===== src/logic/fmul_pkg.sv =====
//////////////////////////////////////////////////
// Shared widths and state types for the FP multiply unit
// Widths here are defaults only, the top level passes
// the real EXP_W and MAN_W down to every block
// Format is IEEE single precision, sign on top
//////////////////////////////////////////////////

package fmul_pkg;

  //////////////////////////////////////////////////
  // Default field widths
  //////////////////////////////////////////////////

  // Biased exponent field
  parameter int FMUL_EXP_W = 8;

  // Stored mantissa, hidden bit not included
  parameter int FMUL_MAN_W = 23;

  //////////////////////////////////////////////////
  // State types
  //////////////////////////////////////////////////

  // Availability seen by the issue logic
  typedef enum logic
  {
    FREE = 1'b0,
    BUSY = 1'b1
  } fu_state_e;

  // Phases of one multiply pass
  typedef enum logic [1:0]
  {
    IDLE      = 2'd0,
    PREPARE   = 2'd1,
    MULTIPLY  = 2'd2,
    NORMALIZE = 2'd3
  } fmul_state_e;

endpackage : fmul_pkg


===== src/logic/fmul_ctrl_fsm.sv =====
//////////////////////////////////////////////////
// Pass sequencer, IDLE PREPARE MULTIPLY NORMALIZE
// No start strobe, a new pass begins after each IDLE
// Holds IDLE one extra enabled cycle after reset
// All strobes are single cycle and gated by clk_en_i
//////////////////////////////////////////////////

module fmul_ctrl_fsm
  import fmul_pkg::*;
(
  input  logic      clk_i,
  input  logic      rst_n_i,
  input  logic      clk_en_i,
  input  logic      last_step_i,
  output logic      capture_o,
  output logic      prepare_o,
  output logic      step_o,
  output logic      normalize_o,
  output logic      valid_o,
  output fu_state_e fu_state_o
);

  fmul_state_e state_q;
  fmul_state_e state_d;

  // Delayed copy of reset
  logic        rst_dly_q;

  // Goes high one enabled cycle after reset release
  always_ff @(posedge clk_i)
  begin
    if (!rst_n_i)
      rst_dly_q <= 1'b0;
    else if (clk_en_i)
      rst_dly_q <= 1'b1;
  end

  //////////////////////////////////////////////////
  // State register and next state
  //////////////////////////////////////////////////

  always_ff @(posedge clk_i)
  begin
    if (!rst_n_i)
      state_q <= IDLE;
    else if (clk_en_i)
      state_q <= state_d;
  end

  always_comb
  begin
    state_d = state_q;
    unique case (state_q)
      // Second IDLE cycle after reset starts the first pass
      IDLE:      state_d = rst_dly_q ? PREPARE : IDLE;
      PREPARE:   state_d = MULTIPLY;
      // Counter flags the final Booth iteration
      MULTIPLY:  state_d = last_step_i ? NORMALIZE : MULTIPLY;
      NORMALIZE: state_d = IDLE;
      default:   state_d = IDLE;
    endcase
  end

  //////////////////////////////////////////////////
  // Phase strobes
  //////////////////////////////////////////////////

  assign capture_o   = clk_en_i & (state_q == IDLE);
  assign prepare_o   = clk_en_i & (state_q == PREPARE);
  assign step_o      = clk_en_i & (state_q == MULTIPLY);
  assign normalize_o = clk_en_i & (state_q == NORMALIZE);

  // Result register was loaded in the NORMALIZE just before
  assign valid_o     = clk_en_i & (state_q == IDLE);
  assign fu_state_o  = (state_q == IDLE) ? FREE : BUSY;

endmodule : fmul_ctrl_fsm


===== src/logic/booth_step_counter.sv =====
//////////////////////////////////////////////////
// Radix-4 iteration counter
// Step count is (MAN_W+2)/2, 12 for a 24-bit significand
// last_step_o is high during the final step cycle
//////////////////////////////////////////////////

module booth_step_counter
  import fmul_pkg::*;
#(
  parameter int MAN_W = FMUL_MAN_W
)
(
  input  logic clk_i,
  input  logic rst_n_i,
  input  logic clk_en_i,
  input  logic load_i,
  input  logic step_i,
  output logic last_step_o
);

  // Two multiplier bits retired per step
  localparam int STEPS = (MAN_W + 2) / 2;
  localparam int CNT_W = $clog2(STEPS + 1);

  logic [CNT_W-1:0] count_q;

  always_ff @(posedge clk_i)
  begin
    if (!rst_n_i)
      count_q <= '0;
    else if (clk_en_i)
    begin
      if (load_i)
        count_q <= CNT_W'(STEPS);
      else if (step_i && (count_q != '0))
        count_q <= count_q - 1'b1;
    end
  end

  // One step left means this is the last one
  assign last_step_o = (count_q == CNT_W'(1));

endmodule : booth_step_counter


===== src/logic/booth_r4_mantissa_mul.sv =====
//////////////////////////////////////////////////
// Iterative radix-4 Booth significand multiplier
// Unsigned operands of MAN_W+1 bits, MAN_W+1 must be even
// One pair of multiplier bits per step_i
// product_o valid from the cycle after the last step
//////////////////////////////////////////////////

module booth_r4_mantissa_mul
  import fmul_pkg::*;
#(
  parameter int MAN_W = FMUL_MAN_W
)
(
  input  logic                   clk_i,
  input  logic                   rst_n_i,
  input  logic                   clk_en_i,
  input  logic                   load_i,
  input  logic                   step_i,
  input  logic [MAN_W:0]         multiplicand_i,
  input  logic [MAN_W:0]         multiplier_i,
  output logic [2*(MAN_W+1)-1:0] product_o
);

  localparam int SIG_W  = MAN_W + 1;
  localparam int PROD_W = 2 * SIG_W;
  // Signed accumulator holds up to +-2M plus headroom
  localparam int ACC_W  = SIG_W + 2;
  // Multiplier plus the appended recode bit
  localparam int LOW_W  = SIG_W + 1;
  localparam int REG_W  = ACC_W + LOW_W;

  logic [SIG_W-1:0]        mcand_q;
  logic [REG_W-1:0]        prod_q;
  logic signed [ACC_W-1:0] m_ext;
  logic signed [ACC_W-1:0] pp;
  logic signed [ACC_W-1:0] acc_sum;
  logic signed [REG_W-1:0] prod_shift;
  logic [SIG_W-1:0]        top_fix;

  //////////////////////////////////////////////////
  // Booth recode of the low three bits
  //////////////////////////////////////////////////

  assign m_ext = signed'({2'b00, mcand_q});

  always_comb
  begin
    unique case (prod_q[2:0])
      3'b001, 3'b010: pp = m_ext;
      3'b011:         pp = m_ext <<< 1;
      3'b100:         pp = -(m_ext <<< 1);
      3'b101, 3'b110: pp = -m_ext;
      default:        pp = '0;
    endcase
  end

  // Add into the upper half, then arithmetic shift by two
  assign acc_sum    = signed'(prod_q[REG_W-1 -: ACC_W]) + pp;
  assign prod_shift = signed'({acc_sum, prod_q[LOW_W-1:0]}) >>> 2;

  //////////////////////////////////////////////////
  // Product register
  //////////////////////////////////////////////////

  always_ff @(posedge clk_i)
  begin
    if (clk_en_i && load_i)
      mcand_q <= multiplicand_i;
  end

  always_ff @(posedge clk_i)
  begin
    if (!rst_n_i)
      prod_q <= '0;
    else if (clk_en_i)
    begin
      if (load_i)
        prod_q <= {{ACC_W{1'b0}}, multiplier_i, 1'b0};
      else if (step_i)
        prod_q <= prod_shift;
    end
  end

  //////////////////////////////////////////////////
  // Unsigned result
  //////////////////////////////////////////////////

  // Recode bit now holds the multiplier MSB
  // Booth treated it as a sign, so add M back at the top
  assign top_fix = prod_q[0] ? mcand_q : '0;

  assign product_o = {prod_q[PROD_W:SIG_W+1] + top_fix, prod_q[SIG_W:1]};

endmodule : booth_r4_mantissa_mul


===== src/logic/fmul_exp_sign.sv =====
//////////////////////////////////////////////////
// Operand capture, exponent sum and result sign
// Exponent zero counts as zero, denormals are flushed
// exp_sum_o is signed so underflow shows as <= 0
// No overflow or NaN detection
//////////////////////////////////////////////////

module fmul_exp_sign
  import fmul_pkg::*;
#(
  parameter int EXP_W = FMUL_EXP_W,
  parameter int MAN_W = FMUL_MAN_W
)
(
  input  logic                      clk_i,
  input  logic                      rst_n_i,
  input  logic                      clk_en_i,
  input  logic                      capture_i,
  input  logic                      prepare_i,
  input  logic [EXP_W+MAN_W:0]      op_a_i,
  input  logic [EXP_W+MAN_W:0]      op_b_i,
  output logic [MAN_W:0]            sig_a_o,
  output logic [MAN_W:0]            sig_b_o,
  output logic signed [EXP_W+1:0]   exp_sum_o,
  output logic                      sign_o,
  output logic                      zero_o
);

  // All ones, one bit narrower than the exponent
  localparam int BIAS = (1 << (EXP_W - 1)) - 1;

  logic [EXP_W+MAN_W:0]    op_a_q;
  logic [EXP_W+MAN_W:0]    op_b_q;
  logic [EXP_W-1:0]        exp_a;
  logic [EXP_W-1:0]        exp_b;
  logic signed [EXP_W+1:0] exp_sum_d;

  // Operand hold, loaded every enabled IDLE cycle
  always_ff @(posedge clk_i)
  begin
    if (clk_en_i && capture_i)
    begin
      op_a_q <= op_a_i;
      op_b_q <= op_b_i;
    end
  end

  assign exp_a = op_a_q[EXP_W+MAN_W-1 -: EXP_W];
  assign exp_b = op_b_q[EXP_W+MAN_W-1 -: EXP_W];

  // Hidden bit only for a nonzero exponent
  assign sig_a_o = {|exp_a, op_a_q[MAN_W-1:0]};
  assign sig_b_o = {|exp_b, op_b_q[MAN_W-1:0]};

  // Two biased exponents, so one bias comes off
  assign exp_sum_d = signed'({2'b00, exp_a}) + signed'({2'b00, exp_b})
                   - signed'((EXP_W + 2)'(BIAS));

  always_ff @(posedge clk_i)
  begin
    if (!rst_n_i)
    begin
      exp_sum_o <= '0;
      sign_o    <= 1'b0;
      zero_o    <= 1'b1;
    end
    else if (clk_en_i && prepare_i)
    begin
      exp_sum_o <= exp_sum_d;
      sign_o    <= op_a_q[EXP_W+MAN_W] ^ op_b_q[EXP_W+MAN_W];
      zero_o    <= ~(|exp_a) | ~(|exp_b);
    end
  end

endmodule : fmul_exp_sign


===== src/logic/fmul_normalize.sv =====
//////////////////////////////////////////////////
// One-position normalize and result register
// Mantissa is truncated, no rounding
// Zero operand or exponent <= 0 gives a signed zero
// Exponent overflow wraps silently
//////////////////////////////////////////////////

module fmul_normalize
  import fmul_pkg::*;
#(
  parameter int EXP_W = FMUL_EXP_W,
  parameter int MAN_W = FMUL_MAN_W
)
(
  input  logic                       clk_i,
  input  logic                       rst_n_i,
  input  logic                       clk_en_i,
  input  logic                       load_i,
  input  logic [2*(MAN_W+1)-1:0]     product_i,
  input  logic signed [EXP_W+1:0]    exp_sum_i,
  input  logic                       sign_i,
  input  logic                       zero_i,
  output logic [EXP_W+MAN_W:0]       result_o
);

  localparam int PROD_W = 2 * (MAN_W + 1);

  logic                    top_bit;
  logic [MAN_W-1:0]        man_norm;
  logic signed [EXP_W+1:0] exp_adj;
  logic                    flush;

  // Product of two 1.x values lies in [1,4)
  assign top_bit = product_i[PROD_W-1];

  // Take the bits below the leading one
  assign man_norm = top_bit ? product_i[PROD_W-2 -: MAN_W]
                            : product_i[PROD_W-3 -: MAN_W];

  assign exp_adj = exp_sum_i + signed'({{(EXP_W+1){1'b0}}, top_bit});

  // Underflow check on the adjusted exponent
  assign flush = zero_i | (exp_adj <= 0);

  always_ff @(posedge clk_i)
  begin
    if (!rst_n_i)
      result_o <= '0;
    else if (clk_en_i && load_i)
    begin
      if (flush)
        result_o <= {sign_i, {(EXP_W+MAN_W){1'b0}}};
      else
        result_o <= {sign_i, exp_adj[EXP_W-1:0], man_norm};
    end
  end

endmodule : fmul_normalize


===== src/logic/fp_mul_unit.sv =====
//////////////////////////////////////////////////
// Single precision multiply, 15 enabled cycles a pass
// Operands sampled every enabled IDLE cycle
// valid_o marks the IDLE after each NORMALIZE
// Truncating, no infinities, NaNs or exceptions
//////////////////////////////////////////////////

module fp_mul_unit
  import fmul_pkg::*;
#(
  parameter int EXP_W = FMUL_EXP_W,
  parameter int MAN_W = FMUL_MAN_W
)
(
  input  logic                 clk_i,
  input  logic                 rst_n_i,
  input  logic                 clk_en_i,
  input  logic [EXP_W+MAN_W:0] multiplier_i,
  input  logic [EXP_W+MAN_W:0] multiplicand_i,
  output logic [EXP_W+MAN_W:0] result_o,
  output logic                 valid_o,
  output fu_state_e            fu_state_o
);

  // Phase strobes
  logic capture;
  logic prepare;
  logic step;
  logic normalize;
  logic last_step;

  // Datapath between the stages
  logic [MAN_W:0]            sig_a;
  logic [MAN_W:0]            sig_b;
  logic [2*(MAN_W+1)-1:0]    product;
  logic signed [EXP_W+1:0]   exp_sum;
  logic                      sign;
  logic                      zero;

  //////////////////////////////////////////////////
  // Control
  //////////////////////////////////////////////////

  fmul_ctrl_fsm u_ctrl (
    .clk_i, .rst_n_i, .clk_en_i,
    .last_step_i (last_step), .capture_o (capture), .prepare_o (prepare),
    .step_o (step), .normalize_o (normalize), .valid_o, .fu_state_o
  );

  booth_step_counter #(.MAN_W(MAN_W)) u_step_cnt (
    .clk_i, .rst_n_i, .clk_en_i,
    .load_i (prepare), .step_i (step), .last_step_o (last_step)
  );

  //////////////////////////////////////////////////
  // Datapath
  //////////////////////////////////////////////////

  fmul_exp_sign #(.EXP_W(EXP_W), .MAN_W(MAN_W)) u_exp_sign (
    .clk_i, .rst_n_i, .clk_en_i,
    .capture_i (capture), .prepare_i (prepare),
    .op_a_i (multiplier_i), .op_b_i (multiplicand_i),
    .sig_a_o (sig_a), .sig_b_o (sig_b),
    .exp_sum_o (exp_sum), .sign_o (sign), .zero_o (zero)
  );

  // Significands load while the exponent sum registers
  booth_r4_mantissa_mul #(.MAN_W(MAN_W)) u_booth (
    .clk_i, .rst_n_i, .clk_en_i,
    .load_i (prepare), .step_i (step),
    .multiplicand_i (sig_b), .multiplier_i (sig_a), .product_o (product)
  );

  fmul_normalize #(.EXP_W(EXP_W), .MAN_W(MAN_W)) u_normalize (
    .clk_i, .rst_n_i, .clk_en_i,
    .load_i (normalize), .product_i (product), .exp_sum_i (exp_sum),
    .sign_i (sign), .zero_i (zero), .result_o
  );

endmodule : fp_mul_unit


===== config.mk =====
export PLATFORM = sky130hd
export DESIGN_NAME = fp_mul_unit
export DESIGN_NICKNAME = d
export VERILOG_FILES = /design/src/logic/fmul_pkg.sv /design/src/logic/fmul_ctrl_fsm.sv /design/src/logic/booth_step_counter.sv /design/src/logic/booth_r4_mantissa_mul.sv /design/src/logic/fmul_exp_sign.sv /design/src/logic/fmul_normalize.sv /design/src/logic/fp_mul_unit.sv
export SDC_FILE = /design/constraint.sdc
export NUM_CORES = 1
export LEC_CHECK = 0
export BUFFER_PORTS_ARGS = -buffer_cell sky130_fd_sc_hd__clkbuf_2
export CAP_MARGIN = 20
export CORE_UTILIZATION = 45
export DETAILED_ROUTE_END_ITERATION = 8
export GPL_TIMING_DRIVEN = 0
export PLACE_DENSITY_LB_ADDON = 0.1
export SLEW_MARGIN = 15
export SYNTH_ARGS = -nofsm -noshare
export SYNTH_HDL_FRONTEND = slang
export SYNTH_SLANG_ARGS = --single-unit

===== constraint.sdc =====
create_clock -name clk_i -period 7.3 [get_ports clk_i]
set_input_delay 1.095 -clock clk_i [delete_from_list [all_inputs] [get_ports clk_i]]
set_output_delay 1.095 -clock clk_i [all_outputs]
set_load 0.005 [all_outputs]

==> impl_metrics.csv <==
group,metric,value,unit
outcome,status,"finished, final reports clean",
die,die_h,159.7,um
run,cap_violations,0,
die,die_w,159.7,um
route,dr.pass1.iters,5,
sta,setup_viol_count_final,0,
die,fp.dieArea,0.02551,mm2
clock_tree,clk_latency,450,ps
yosys,postSynth.asyncResetShare,0,%
final_layout,final_area,0.01278,mm2
sta,clock_skew,19.11,ps
setup_path,cp_slowest_cell,"buf_1",
final_layout,diodes,0,
min_path,hold_class,"register to register",
sta,tns,0,ps
placed_design,port_buffers,98,
power_and_ir_drop,p_per_area,185.6,mW/mm2
global_route,grt_pass1_vias,8394,
final_layout,drive_gt1_share,11.64,%
global_route,track_usage,21.26,%
clock_tree,numCtsBuffers,17,
setup_path,cp_max_fo,10,
sta,relSlewSlack,49.63,%
yosys,postSynthCellCount,1200,
global_route,grt_first_pass_wirelength,43450,um
setup_path,r2r_cells,26,
clock_tree,cts_buffer_depth,2,
power_and_ir_drop,leakage,5.249,nW
sta,slew_violations,0,
setup_path,reg2reg_slack,660,ps
die,fp-row-count,57,
yosys,ys_seq_area_share,41.49,%
clock_tree,cts_tree,"done",
yosys,synthFlopType,"dfxtp_1",
clock_tree,ctsResizeCount,0,
yosys,syn_avg_cell_area,9.328,um2
route,drt_iter0_drc,636,
clock_tree,clk_pin_slew,80,ps
setup_path,worst_ep_required_time,7630,ps
yosys,synth-edff-count,88,
route,vias,8999,
clock_tree,postCtsSetupBuffers,0,
global_route,overflow,0,
placed_design,hpwl,20800,um
min_path,hp-start,"u_exp_sign.op_b_q[6]",
clock_tree,postCtsHoldBufs,0,
global_route,antenna_found_initial,0,
setup_path,crit_type,"register to register",
route,drt-total-wl,26870,um
placed_design,pre_cts_slack,796.6,ps
die,io_pins,101,
sta,min_period,6637,ps
placed_design,place_congestion,0.8731,
die,initial_core_util,45.89,%
route,ant_nets,0,
yosys,yosys-top-cells-area,"edfxtp_1 (24%), dfxtp_1 (18%), ha_1 (7.6%)",
final_layout,fillerInstances,2335,
global_route,grt_max_degree,37,
sta,hold_violations,0,
clock_tree,root_buffer,"clkbuf_16",
yosys,synth_nets,1338,
sta,final.setup.worst_slack,663.0,ps
sta,max_slew.worst_pin.slew,755.5,ps
placed_design,place_area,0.01214,mm2
setup_path,crit_start,"u_booth.prod_q[0]",
power_and_ir_drop,vdd_ir_drop_max,108.9,uV
min_path,holdPathStages,0,
yosys,ys_seq_elements,188,
final_layout,final_nets,1457,
yosys,synth_area,0.01119,mm2
yosys,synth_cell_types,58,
setup_path,startpoint_type,"register",
sta,rsz0062_at_grt,"false",
sta,fin_crit_sh,90.92,%
yosys,yosysWarnings,0,
clock_tree,cts.htree.levels,4,
final_layout,area_delta_synth_final,14.16,%
clock_tree,clock_sinks,188,
route,drcViolationCount,0,
yosys,yosys.area.top_type,"edfxtp_1",
route,routedWlPerCell,16.23,um
die,core_area,0.02439,mm2
setup_path,cp_slowest_stage_delay,540,ps
route,viasPerCell,5.434,
yosys,netlist.area_leader.share,23.61,%
setup_path,endpoint_kind,"register",
setup_path,crit_path_frequent_cell,"clkbuf_1",
sta,clock.fmax,150.7,MHz
setup_path,r2r-start,"u_booth.prod_q[0]",
power_and_ir_drop,p_total,2.372,mW
setup_path,critPathArrivalTime,6970,ps
==> power breakdown <==
part	switching, mW	leakage, nW	internal [mW]
Sequential	0.0191	1.64	1.15
Clock	0.483	0.307	0.491
Combinational	0.139	3.30	0.0933
Total	0.640	5.25	1.73
==> per-stage QoR <==
| step | cells | hold WS (ps) | utilization [%] |
|---|---|---|---|
| after floorplan | 1200 | 400.3 | - |
| after global placement | 1622 | 403.5 | 49.56 |
| after detailed placement | 1624 | 404.5 | 49.77 |
| after CTS | 1656 | 413.4 | 52.39 |
| after global routing | 1656 | 421.3 | 52.39 |
| final | 1656 | 412.5 | 52.39 |
==> worst paths after layout <==
path,end
worst max-delay path,u_normalize.result_o[8]
worst min-delay path,u_booth.mcand_q[6]
worst max register to register,u_normalize.result_o[8]
worst min register to register,u_booth.mcand_q[6]
==> metal layers <==
| metal | global-route usage (%) | share of wire (%) | vias up |
|---|---|---|---|
| met5 | 0 | 0 | - |
| met4 | 6.075 | 1.6 | 0 |
| met3 | 2.727 | 4.0 | 26 |
| met2 | 32.47 | 43 | 215 |
| met1 | 31.32 | 51 | 4124 |
| li1 | - | - | 4634 |
==> critical path, delay by kind of cell, from the launching register on <==
family                   cells  cell delay [ps]
buffers and inverters        8             2530
flip-flops                   1              340
XOR/XNOR                     1              170
AO/OA/AOI/OAI                9             1850
adder cells (fa/ha/maj)      3              750
AND/OR/NAND/NOR              5              880
==> final cells by class <==
cell class	count	area, um2	area share, %
inverter	29	108.9	0.8519
multi-input combinational	916	6172	48.30
timing repair buffer	100	538.0	4.210
tap	324	405.4	3.172
sequential	188	4644	36.35
clock inverter	14	187.7	1.469
buffer	67	271.5	2.125
clock buffer	18	450.4	3.525
==> Yosys cell counts, types with 4 or more instances <==
master     count
a211o_1        7
a211oi_1      10
a21o_1        35
a21oi_1       87
a221o_1       17
a221oi_1      16
a22oi_1       26
a31oi_1       28
and2_1        32
and3_1        11
and4_1         4
buf_1          4
buf_2          6
clkbuf_1      55
dfxtp_1      100
edfxtp_1      88
ha_1          68
inv_1         27
mux2_2         7
mux2i_1       31
nand2_1      107
nand2b_1      31
nand3_1       41
nor2_1        86
nor2b_1        9
nor3_1        30
nor4_1         7
o2111ai_1      5
o211ai_1       6
o21a_1         5
o21ai_0       56
o21ai_1        4
o21bai_1       6
o31ai_1        5
or3_1         13
xnor2_1       54
xor2_1        43
==> cells by family after synthesis <==
kind of cell	Yosys count	share of synthesized area [%]
adder cells (fa/ha/maj)	71	8.138
AND/OR/NAND/NOR	379	16.25
XOR/XNOR	97	7.590
buffers and inverters	96	3.387
AO/OA/AOI/OAI	331	19.66
multiplexers	38	3.476
flip-flops	188	41.49
==> state kept, by name, indices dropped and copies added, names as in the netlist <==
signal and cells:
u_booth.mcand_q 24, u_exp_sign.sign_o 1, u_normalize.result_o 32, u_exp_sign.op_b_q 32, u_step_cnt.count_q 4, u_ctrl.rst_dly_q 1
u_exp_sign.op_a_q 32, u_exp_sign.zero_o 1, u_ctrl.state_q 2, u_exp_sign.exp_sum_o 10, u_booth.prod_q 49
==> placed cells by master, fill, tap and decap left out, drive strengths merged, types with 41 or more instances in the layout <==
master and count:
clkbuf 171, nand2 107, dfxtp 100, edfxtp 88
a21oi 87, nor2 86, ha 68, o21ai 61
xnor2 54, xor2 43, nand3 41
(Power assumes the default switching activity.)
